[config.mk]
export PLATFORM = sky130hd
export DESIGN_NAME = cache_controller
export DESIGN_NICKNAME = d
export VERILOG_FILES = /design/src/cache_types_pkg.sv /design/src/mem_bus_pkg.sv /design/src/cache_controller.sv
export VERILOG_INCLUDE_DIRS = /design/src /design/src/src
export SDC_FILE = /design/constraint.sdc
export NUM_CORES = 1
export LEC_CHECK = 0
export CORE_AREA = 2 2 174 176
export CTS_BUF_LIST = sky130_fd_sc_hd__clkbuf_4 sky130_fd_sc_hd__clkbuf_8
export DETAILED_ROUTE_END_ITERATION = 8
export DIE_AREA = 0 0 176 178
export DONT_BUFFER_PORTS = 1
export SYNTH_ARGS = -nofsm -noshare
export SYNTH_HDL_FRONTEND = slang
export SYNTH_SLANG_ARGS = --single-unit
[constraint.sdc]
create_clock -name clk -period 3.2 [get_ports clk]
set_input_delay 0.32 -clock clk [delete_from_list [all_inputs] [get_ports clk]]
set_output_delay 0.32 -clock clk [all_outputs]
set_load 0.02 [all_outputs]
[src/cache_defines.svh]
`ifndef CACHE_DEFINES_SVH
`define CACHE_DEFINES_SVH

// cpu side widths
`define ADDR_BITS 32
`define WORD_BITS 32
`define BLOCK_BITS 64

// address split: tag | index | word | byte
`define INDEX_LSB 3
`define INDEX_MSB 10
`define TAG_LSB 11

`define CACHE_SETS 256

// 4096 blocks, address bits 14:3
`define MEM_BLOCK_BITS 12
`define MEM_LATENCY 3   // request to ready, in cycles

`endif

[src/cache_types_pkg.sv]
`include "cache_defines.svh"

package cache_types_pkg;

    // address bits 31 down to TAG_LSB
    typedef logic [`ADDR_BITS-`TAG_LSB-1:0] tag_t;

    // one line of the direct-mapped store
    typedef struct packed {
        logic                   valid;
        logic                   dirty;
        tag_t                   tag;
        logic [`BLOCK_BITS-1:0] data;   // word 1 in the upper half
    } cache_line_t;

    // controller states
    typedef enum logic [1:0] {
        IDLE,
        COMPARE_TAG,
        WRITE_BACK,
        ALLOCATE
    } ctrl_state_t;

endpackage

[src/mem_bus_pkg.sv]
package mem_bus_pkg;

    // cpu request kind
    typedef enum logic {
        CPU_READ  = 1'b0,
        CPU_WRITE = 1'b1
    } cpu_op_t;

    // memory request kind, always a whole block
    typedef enum logic {
        MEM_READ  = 1'b0,
        MEM_WRITE = 1'b1
    } mem_op_t;

endpackage

[src/cache_controller.sv]
`timescale 1ns/10ps
`include "cache_defines.svh"

module cache_controller (
    input  logic                               clk,
    input  logic                               rst,

    // cpu port
    input  logic                               cpu_valid,
    input  mem_bus_pkg::cpu_op_t               cpu_op,
    input  logic [`ADDR_BITS-1:0]              cpu_addr,
    input  logic [`WORD_BITS-1:0]              cpu_wdata,
    output logic                               cpu_ready,
    output logic [`WORD_BITS-1:0]              cpu_rdata,

    // memory port, block addressed
    output logic                               mem_valid,
    output mem_bus_pkg::mem_op_t               mem_op,
    output logic [`ADDR_BITS-`INDEX_LSB-1:0]   mem_addr,
    output logic [`BLOCK_BITS-1:0]             mem_wdata,
    input  logic                               mem_ready,
    input  logic [`BLOCK_BITS-1:0]             mem_rdata,

    // line store
    output logic [`INDEX_MSB-`INDEX_LSB:0]     rd_index,
    input  cache_types_pkg::cache_line_t       rd_line,
    output logic                               wr_en,
    output logic [`INDEX_MSB-`INDEX_LSB:0]     wr_index,
    output cache_types_pkg::cache_line_t       wr_line
);
    import cache_types_pkg::*;
    import mem_bus_pkg::*;

    ctrl_state_t state;
    ctrl_state_t next_state;

    tag_t                              req_tag;
    logic [`INDEX_MSB-`INDEX_LSB:0]    req_index;
    logic                              word_sel;
    logic                              hit;
    logic                              victim_dirty;
    logic [`WORD_BITS-1:0]             lo_word;
    logic [`WORD_BITS-1:0]             hi_word;

    assign req_tag   = cpu_addr[`ADDR_BITS-1:`TAG_LSB];
    assign req_index = cpu_addr[`INDEX_MSB:`INDEX_LSB];
    assign word_sel  = cpu_addr[`INDEX_LSB-1];   // addr bit 2

    // one set is looked up and written per request
    assign rd_index = req_index;
    assign wr_index = req_index;

    assign hit          = rd_line.valid && (rd_line.tag == req_tag);
    assign victim_dirty = rd_line.valid && rd_line.dirty;

    assign lo_word = rd_line.data[`WORD_BITS-1:0];
    assign hi_word = rd_line.data[`BLOCK_BITS-1:`WORD_BITS];

    assign cpu_rdata = word_sel ? hi_word : lo_word;

    // request is a function of state only, so it holds until mem_ready
    assign mem_valid = (state == WRITE_BACK) || (state == ALLOCATE);
    assign mem_op    = (state == WRITE_BACK) ? MEM_WRITE : MEM_READ;
    assign mem_wdata = rd_line.data;

    // victim address rebuilt from the stored tag
    always_comb begin
        if (state == WRITE_BACK) begin
            mem_addr = {rd_line.tag, req_index};
        end else begin
            mem_addr = cpu_addr[`ADDR_BITS-1:`INDEX_LSB];
        end
    end

    always_comb begin
        next_state = state;
        cpu_ready  = 1'b0;
        wr_en      = 1'b0;
        wr_line    = rd_line;

        case (state)
            IDLE: begin
                if (cpu_valid) begin
                    next_state = COMPARE_TAG;
                end
            end

            COMPARE_TAG: begin
                if (hit) begin
                    cpu_ready  = 1'b1;
                    next_state = IDLE;
                    if (cpu_op == CPU_WRITE) begin
                        wr_en         = 1'b1;
                        wr_line.dirty = 1'b1;
                        if (word_sel) begin
                            wr_line.data = {cpu_wdata, lo_word};
                        end else begin
                            wr_line.data = {hi_word, cpu_wdata};
                        end
                    end
                end else if (victim_dirty) begin
                    next_state = WRITE_BACK;
                end else begin
                    next_state = ALLOCATE;
                end
            end

            WRITE_BACK: begin
                if (mem_ready) begin
                    next_state = ALLOCATE;   // fill read issued from here
                end
            end

            ALLOCATE: begin
                if (mem_ready) begin
                    wr_en         = 1'b1;
                    wr_line.valid = 1'b1;
                    wr_line.dirty = 1'b0;
                    wr_line.tag   = req_tag;
                    wr_line.data  = mem_rdata;
                    next_state    = COMPARE_TAG;   // retry, now a hit
                end
            end

            default: begin
                next_state = IDLE;
            end
        endcase
    end

    always_ff @(posedge clk) begin
        if (rst) begin
            state <= IDLE;
        end else begin
            state <= next_state;
        end
    end

endmodule

==> metrics.csv, run 1 <==
stage,metric,value,unit
final_layout,n_diodes,0,
die,die height,178,um
clock_network,clock sinks,2,
clock_network,# hold bufs at CTS,0,
final_layout,Largest Register,state,
clock_network,H-Tree Depth,1,
die,core area,29400,um^2
sta,Post-Route Setup TNS,0,ps
final_layout,biggest regs,state: 2 flops,
die,Initial Util,0.166,
clock_network,Clock transition at path regs,30,ps
sta,share of the clock period used by the worst path,0.874,
sta,max-slew violations,0,
synthesis,Yosys top cell by area,mux2_2,
die,num ports,452,
die,Die Span X,176,um
worst_setup_path,Top delay family on crit path,buffers and inverters,
synthesis,register area share after synthesis,0.00820,
sta,final hold vios,0,
synthesis,number of flops mapped to enable cells by yosys,0,
routing,first drt pass iteration count,5,
synthesis,synth top area cells,"mux2_2, buf_4, mux2i_1",
final_layout,"commonest cells after routing, fill and taps aside","mux2_2, a22oi_1, a221oi_1, mux2i_1, and2_1",
sta,minimum clock period,2800,ps
clock_network,worst skew pair latency,220,ps
global_route,antenna violations before repair,1,
outcome,status,"complete, no violations",
routing,via-per-instance ratio,5.36,
worst_setup_path,CP Data Required Time,2880,ps
worst_setup_path,"slowest stage delay, CP",500,ps
synthesis,Post-synth top flop,dfxtp_1,
placed_design,routability cong.,0.852,
global_route,largest net degree at the start of global routing,89,
clock_network,TritonCTS clock tree,yes,
synthesis,count of cell types in the netlist,34,
die,Site Rows,63,
sta,final setup fails,0,
synthesis,Yosys reg bits,2,
worst_setup_path,slowest library cell on the worst path,ha_2,
sta,RSZ-0062 raised after global routing,false,
worst_setup_path,CP Launch Type,flop,
routing,WL per Instance,23.4,um
placed_design,DP HPWL,15400,um
synthesis,Mapped Cells,575,
sta,final setup margin,403,ps
worst_setup_path,worst path cell trace,inv_1 > ha_2 > nand2b_2 > buf_4 > a22oi_1 > mux2i_1,
routing,# DRC,0,
global_route,first-pass GRT wire length,26500,um
synthesis,Syn. warnings,0,
worst_setup_path,Setup crit end kind,output pin,
sta,Worst Skew,4.42,ps
placed_design,pre-CTS setup slack,459,ps
worst_setup_path,Crit Path Max Fanout,38,
routing,Post-Route WL,19700,um
final_layout,"commonest non-fill, non-tap cell in the layout",mux2_2,
routing,DR iter-0 viols,303,
pwr,VDD IR max,298,uV
worst_setup_path,WP buf/inv,2,
clock_network,CTS root buffer,clkbuf_8,
routing,DR vias,4518,
sta,Slew HR,0.524,
sta,highest clock rate,358,MHz
worst_hold_path,Hold Crit Class,primary input to flop,
synthesis,Avg Inst Size Synth,8.49,um^2
global_route,vias in the first global route,4276,
pwr,Leakage,1.71,nW
clock_network,Clock Path Buffers,2,
die,DIE AREA,31300,um^2
routing,post-route ant nets,0,
synthesis,post-synthesis async set-or-reset flop share,0,
synthesis,post-synth top area share,0.318,
clock_network,Post CTS Setup Buffer Count,0,
run,max cap viols,0,
synthesis,synthesized area,4880,um^2
global_route,GRT Util Overall,0.109,
worst_setup_path,crit path DAT,2480,ps
sta,measured slew at the worst slew-check pin,707,ps
synthesis,Syn Nets,799,
placed_design,Port Buffers,0,
final_layout,share of layout cells above drive strength 1,0.380,
final_layout,area delta synth->final,-3.64,%
final_layout,fillers,3339,
pwr,PD cells,379,nW/um^2
worst_setup_path,Crit Path Class,flop to output pin,
global_route,aggregate global routing overflow,0,
final_layout,Layout Nets,679,
final_layout,max reg flops,2,
clock_network,Num CTS Buffers,3,
clock_network,# resized after CTS,0,
-- layer usage --
layer | up-vias | part of all wire | GRT usage
li1 | 1920 | - | -
met1 | 2269 | 0.40 | 0.138
met2 | 281 | 0.48 | 0.186
met3 | 48 | 0.078 | 0.0202
met4 | 0 | 0.033 | 0.0399
met5 | - | 0 | 0
-- layout make-up --
type | instances | area, um^2 | area share
clock buffer | 3 | 41.3 | 0.00878
inverter | 7 | 26.3 | 0.00559
multi-input combinational | 423 | 3950 | 0.839
sequential | 2 | 40.0 | 0.00851
tap | 390 | 488 | 0.104
timing repair buffer | 18 | 160 | 0.0341
-- per-stage QoR --
stage | std cells | power, mW | area [um^2] | util | hold WS (ps)
finish | 843 | 1.78 | 4700 | 0.160 | 178
global route | 843 | 1.93 | 4700 | 0.160 | 183
CTS | 843 | 1.80 | 4700 | 0.160 | 178
detailed placement | 840 | 1.69 | 4660 | 0.159 | 395
global placement | 840 | 1.67 | 4660 | 0.159 | 400
floorplan | 575 | 1.49 | 4880 | - | 393
-- worst paths after layout --
check | startpoint | to | slack, ps | depth (start not counted)
hold / removal | rst | state[1] | 180 | 1
setup / recovery | state[1] | wr_line[11] | 400 | 6
setup reg to reg | state[1] | state[0] | 1290 | 7
hold reg to reg | state[1] | state[1] | 620 | 2
-- synth_stat cells (2+ instances only) --
| cell | number |
|---|---|
| mux2_2 | 138 |
| buf_4 | 88 |
| a221oi_1 | 64 |
| a22oi_1 | 64 |
| mux2i_1 | 64 |
| clkbuf_1 | 46 |
| and2_1 | 34 |
| xor2_1 | 12 |
| xnor2_1 | 9 |
| inv_1 | 7 |
| buf_2 | 6 |
| ha_1 | 4 |
| nand2_1 | 4 |
| a21oi_1 | 3 |
| buf_6 | 3 |
| nand4_1 | 3 |
| nor2_1 | 3 |
| nor4_2 | 3 |
| dfxtp_1 | 2 |
| nand2b_1 | 2 |
| nor3_1 | 2 |
| nor4_1 | 2 |
-- cell families (layout without fill, tap and decap cells) --
family | Yosys count | count (layout) | share of synthesized area
and+or+nand+nor | 59 | 59 | 0.0800
buffers and inverters | 150 | 28 | 0.189
adders and majority gates | 4 | 4 | 0.0103
muxes | 202 | 202 | 0.450
xor gates and xnor gates | 21 | 21 | 0.0377
DFF | 2 | 2 | 0.00820
AOI/OAI and AO/OA | 137 | 137 | 0.225
-- report_power, final --
part / leakage [nW] / internal (mW) / switching [mW]
combinational: 1.67 / 0.649 / 0.983
sequential: 0.0165 / 0.0353 / 0.0149
clock: 0.0216 / 0.0797 / 0.0216
Power figures use the tool's default switching activity.
==> run 2, diff against run 1 <==
--- a/config.mk
+++ b/config.mk
@@ -11,6 +11,7 @@
 export DETAILED_ROUTE_END_ITERATION = 8
 export DIE_AREA = 0 0 176 178
 export DONT_BUFFER_PORTS = 1
+export PLACE_DENSITY = 0.3
 export SYNTH_ARGS = -nofsm -noshare
 export SYNTH_HDL_FRONTEND = slang
 export SYNTH_SLANG_ARGS = --single-unit
==> run 2 against run 1 <==
Compared with the run above:
- routed wire length rose by 7.5%
- setup slack improved by 20 ps
- non-clock buffer count is 2 lower
- first-iteration DRC count decreased by 39%
- sequential share of layout area barely moved
- combinational power hardly changed
- largest power group unchanged
==> metrics.csv, run 2 (synthesis gave the netlist of run 1 again) <==
stage,metric,value,unit
routing,DR vias,4423,
final_layout,Sequential Area,40.0,um^2
sta,minimum clock period,2780,ps
global_route,aggregate global routing overflow,0,
die,Initial Util,0.166,
final_layout,fillers,3314,
worst_setup_path,crit path DAT,2460,ps
final_layout,"commonest cells after routing, fill and taps aside","mux2_2, a22oi_1, a221oi_1, mux2i_1, and2_1",
placed_design,pre-CTS setup slack,477,ps
sta,RSZ-0062 raised after global routing,false,
final_layout,Layout Nets,677,
run,max cap viols,0,
placed_design,DP Cell Count,838,
final_layout,Non-Filler Instances,842,
sta,final setup margin,423,ps
clock_network,Clock transition at path regs,30,ps
pwr,Net Switching,1.04,mW
die,DIE AREA,31300,um^2
outcome,status,"complete, no violations",
global_route,largest net degree at the start of global routing,67,
final_layout,max reg flops,2,
placed_design,DP HPWL,16300,um
routing,Post-Route WL,21200,um
clock_network,# hold bufs at CTS,0,
routing,post-route ant nets,0,
final_layout,area of the multi-input gates,3940,um^2
routing,# DRC,0,
pwr,PD cells,381,nW/um^2
worst_setup_path,reg-to-reg endpoint,state[0],
sta,final setup fails,0,
worst_setup_path,Setup crit end kind,output pin,
routing,DR iter-0 viols,186,
sta,share of the clock period used by the worst path,0.868,
worst_setup_path,reg2reg path depth,7,
clock_network,worst skew pair latency,220,ps
worst_setup_path,CP Data Required Time,2880,ps
clock_network,CTS root buffer,clkbuf_8,
routing,via-per-instance ratio,5.25,
clock_network,clock sinks,2,
worst_setup_path,"slowest stage delay, CP",560,ps
clock_network,# resized after CTS,0,
pwr,Seq pwr share,0.026,
clock_network,Post CTS Setup Buffer Count,0,
final_layout,final core occ,0.159,
worst_setup_path,r2r startpoint,state[1],
pwr,P_int,0.738,mW
die,Die Span X,176,um
sta,highest clock rate,360,MHz
pwr,Clock power frac,0.058,
worst_setup_path,CP Launch Type,flop,
sta,max-slew violations,0,
clock_network,Clock Path Buffers,2,
final_layout,area delta synth->final,-4.36,%
sta,measured slew at the worst slew-check pin,684,ps
global_route,first-pass GRT wire length,29100,um
pwr,Logic pwr share,0.916,
die,num ports,452,
pwr,switch share,0.585,
sta,final hold vios,0,
worst_setup_path,worst path cell trace,inv_1 > ha_2 > nor2_4 > buf_4 > a221oi_1 > mux2i_1,
global_route,GRT Util Overall,0.121,
worst_setup_path,Crit Path Max Fanout,48,
sta,Slew HR,0.531,
global_route,vias in the first global route,4537,
final_layout,share of layout cells above drive strength 1,0.377,
final_layout,Largest Register,state,
worst_setup_path,slowest library cell on the worst path,mux2i_1,
clock_network,H-Tree Depth,1,
worst_hold_path,Hold Crit Class,primary input to flop,
placed_design,routability cong.,0.791,
worst_setup_path,crit path to,wr_line[0],
pwr,Leakage,1.69,nW
routing,first drt pass iteration count,4,
global_route,antenna violations before repair,0,
worst_setup_path,Crit Path Class,flop to output pin,
worst_setup_path,CP Launch Point,state[1],
routing,WL per Instance,25.2,um
die,core area,29400,um^2
sta,final hold slack,175,ps
die,die height,178,um
final_layout,biggest regs,state: 2 flops,
clock_network,Num CTS Buffers,3,
clock_network,TritonCTS clock tree,yes,
worst_setup_path,register-to-register setup slack,1100,ps
sta,Worst Skew,3.82,ps
placed_design,Port Buffers,0,
die,Site Rows,63,
final_layout,"commonest non-fill, non-tap cell in the layout",mux2_2,
pwr,VDD IR max,248,uV
sta,Post-Route Setup TNS,0,ps
==> run 2: cell count changes in the layout (fill, tap and decap cells not counted), sizes merged <==
| cell | before | now |
|---|---|---|
| diode | 0 | 1 |
| buf | 18 | 16 |
==> run 2: through the flow <==
step / power [mW] / area, um^2
after floorplan: 1.49 / 4880
after global placement: 1.68 / 4620
after detailed placement: 1.69 / 4620
after CTS: 1.80 / 4670
after global routing: 1.92 / 4670
final: 1.78 / 4670
==> run 2: area by class of cell <==
type | instances | area share
Multi-Input combinational cell | 423 | 0.843
Tap cell | 390 | 0.105
Timing Repair Buffer | 16 | 0.0284
Clock buffer | 3 | 0.00884
Sequential cell | 2 | 0.00858
Inverter | 7 | 0.00563
Antenna cell | 1 | 0.000536
==> run 2: critical path: cells and delay by family, from the launching register on <==
family	cells	cell delay, ps
AOI/OAI and AO/OA	1	190
adders and majority gates	1	310
buffers and inverters	2	560
DFF	1	400
muxes	1	560
and+or+nand+nor	1	150
==> run 2: worst min path at each step <==
stage	to	start	slack, ps	cells past startpoint
after detailed placement	state[1]	rst	400	1
after global routing	state[1]	rst	170	1
after CTS	state[1]	rst	170	1
final	state[1]	rst	170	1
after floorplan	state[1]	rst	390	1
after global placement	state[1]	rst	400	1
==> run 2: power groups by stage <==
stage	sequential (mW)	combinational [mW]	clock, mW
2_1_floorplan	0.0430	1.45	0
3_3_place_gp	0.0462	1.63	0
3_5_place_dp	0.0466	1.65	0
4_1_cts	0.0457	1.65	0.105
5_1_grt	0.0463	1.77	0.109
6_report	0.0455	1.63	0.103
==> run 2: layer usage <==
metal	track usage	part of all wire	routed length, um	vias to the layer above
li1	-	-	-	1909
met1	0.144	0.40	8460	2219
met2	0.225	0.52	10900	269
met3	0.0207	0.073	1540	26
met4	0.0296	0.013	271	0
met5	0	0	0	-
==> run 3, diff against run 2 <==
--- a/config.mk
+++ b/config.mk
@@ -11,7 +11,7 @@
 export DETAILED_ROUTE_END_ITERATION = 8
 export DIE_AREA = 0 0 176 178
 export DONT_BUFFER_PORTS = 1
-export PLACE_DENSITY = 0.3
+export PLACE_DENSITY = 0.35
 export SYNTH_ARGS = -nofsm -noshare
 export SYNTH_HDL_FRONTEND = slang
 export SYNTH_SLANG_ARGS = --single-unit
==> run 3 against run 2 <==
Compared with the run above:
- first-iteration DRC count grew 25%
- count of clock-buffer cells in the layout is the same
- routed wire length grew 2.6%
- register-to-register slack gained 20 ps
- clock power shrank 4%
- critical path type is now primary input to output pin
- largest power group unchanged
==> metrics.csv, run 3 (synthesis gave the netlist of run 1 again) <==
stage,metric,value,unit
die,Die Span X,176,um
clock_network,Clock Path Buffers,2,
worst_hold_path,Hold Crit Class,primary input to flop,
worst_setup_path,Critical Path Stages,6,
worst_setup_path,r2r startpoint,state[1],
worst_setup_path,CP Data Required Time,2880,ps
worst_setup_path,slowest library cell on the worst path,mux2i_1,
routing,DR iter-0 viols,233,
worst_setup_path,reg2reg path depth,7,
worst_setup_path,Crit Path Class,primary input to output pin,
sta,Slew HR,0.567,
final_layout,n_diodes,0,
final_layout,"commonest cells after routing, fill and taps aside","mux2_2, a22oi_1, a221oi_1, mux2i_1, and2_1",
routing,Post-Route WL,21700,um
sta,minimum clock period,2730,ps
routing,WL met2,10500,um
placed_design,pre-CTS setup slack,485,ps
clock_network,TritonCTS clock tree,yes,
routing,WL per Instance,25.8,um
global_route,first-pass GRT wire length,29400,um
worst_setup_path,Top delay family on crit path,simple AND/OR/NAND/NOR gates,
routing,met1 wire length,8740,um
global_route,aggregate global routing overflow,0,
final_layout,Sequential Area,40.0,um^2
global_route,largest net degree at the start of global routing,67,
final_layout,Largest Register,state,
pwr,Leakage,1.71,nW
final_layout,Layout Nets,680,
sta,max-slew violations,0,
pwr,VDD IR max,248,uV
final_layout,share of layout cells above drive strength 1,0.381,
clock_network,# resized after CTS,0,
die,die height,178,um
sta,highest clock rate,367,MHz
sta,final setup fails,0,
pwr,PD cells,379,nW/um^2
clock_network,Clock transition at path regs,30,ps
clock_network,# hold bufs at CTS,0,
clock_network,clock sinks,2,
worst_setup_path,register-to-register setup slack,1120,ps
die,num ports,452,
sta,RSZ-0062 raised after global routing,false,
worst_setup_path,reg-to-reg endpoint,state[0],
routing,post-route ant nets,0,
pwr,Final Total Pwr,1.78,mW
worst_setup_path,"slowest stage delay, CP",570,ps
worst_setup_path,crit path to,wr_line[32],
worst_setup_path,CP Launch Type,primary input,
placed_design,routability cong.,0.813,
worst_setup_path,CP Launch Point,cpu_addr[26],
die,DIE AREA,31300,um^2
routing,top routing layer in use,met4,
global_route,antenna violations before repair,0,
clock_network,worst skew pair latency,210,ps
final_layout,biggest regs,state: 2 flops,
die,Site Rows,63,
final_layout,area delta synth->final,-3.49,%
final_layout,area of the multi-input gates,3950,um^2
routing,via-per-instance ratio,5.15,
routing,DR vias,4344,
sta,share of the clock period used by the worst path,0.852,
die,Initial Util,0.166,
sta,Worst Skew,3.99,ps
global_route,vias in the first global route,4311,
routing,routed wl met3,1830,um
worst_setup_path,Setup crit end kind,output pin,
placed_design,Port Buffers,0,
outcome,status,"complete, no violations",
sta,final setup margin,474,ps
clock_network,CTS root buffer,clkbuf_8,
run,max cap viols,0,
final_layout,max reg flops,2,
placed_design,DP HPWL,16900,um
clock_network,H-Tree Depth,1,
clock_network,Num CTS Buffers,3,
clock_network,Post CTS Setup Buffer Count,0,
sta,Post-Route Setup TNS,0,ps
final_layout,"commonest non-fill, non-tap cell in the layout",mux2_2,
sta,measured slew at the worst slew-check pin,632,ps
sta,final hold vios,0,
worst_setup_path,WP buf/inv,1,
die,core area,29400,um^2
worst_setup_path,worst path cell trace,xnor2_1 > nand4_1 > or3_4 > nor4_4 > buf_4 > mux2i_1,
worst_setup_path,Crit Path Max Fanout,15,
global_route,GRT Util Overall,0.124,
routing,first drt pass iteration count,4,
final_layout,fillers,3338,
routing,# DRC,0,
worst_setup_path,crit path DAT,2410,ps
## run 3: changes by cell type in the layout (fill, tap and decap cells not counted), sizes merged
cell	delta
diode	-1
buf	+3
## run 3: cell type report
cell class	instances	share of cell area
clock buffer	3	0.00876
multi-input combinational	423	0.838
tap	390	0.104
timing repair buffer	19	0.0356
sequential	2	0.00850
inverter	7	0.00558
## run 3: worst min path at each step
| stage | startpoint | endpoint | slack, ps | cells after the start |
|---|---|---|---|---|
| 2_1_floorplan | rst | state[1] | 390 | 1 |
| 3_3_place_gp | rst | state[1] | 400 | 1 |
| 3_5_place_dp | rst | state[1] | 400 | 1 |
| 4_1_cts | rst | state[1] | 170 | 1 |
| 5_1_grt | rst | state[1] | 180 | 1 |
| 6_report | rst | state[1] | 180 | 1 |
## run 3: stage by stage
step            util  instance area (um^2)  hold WS (ps)  std cells
5_1_grt        0.160                  4710           184        844
3_3_place_gp   0.159                  4670           403        841
2_1_floorplan      -                  4880           393        575
3_5_place_dp   0.159                  4670           399        841
6_report       0.160                  4710           180        844
4_1_cts        0.160                  4710           174        844
## run 3: power breakdown
part           switching [mW]  leakage, nW  internal, mW  total, mW
Clock                  0.0198       0.0216        0.0795     0.0993
Combinational           0.998         1.67         0.637       1.64
Sequential             0.0138       0.0165        0.0352     0.0491
Total                    1.03         1.71         0.752       1.78
## run 3: routing by layer
layer	up-vias	global-route usage
li1	1907	-
met4	0	0.0458
met3	39	0.0318
met2	276	0.208
met5	-	0
met1	2122	0.152
## run 3: worst reg2reg max path, cell delays in order, from the launching register on
cell and delay (ps):
dfxtp_1 420, ha_4 300, buf_4 410, nor2_1 140, o22ai_1 320, a21oi_1 150
o31ai_1 80, o21ai_0 110
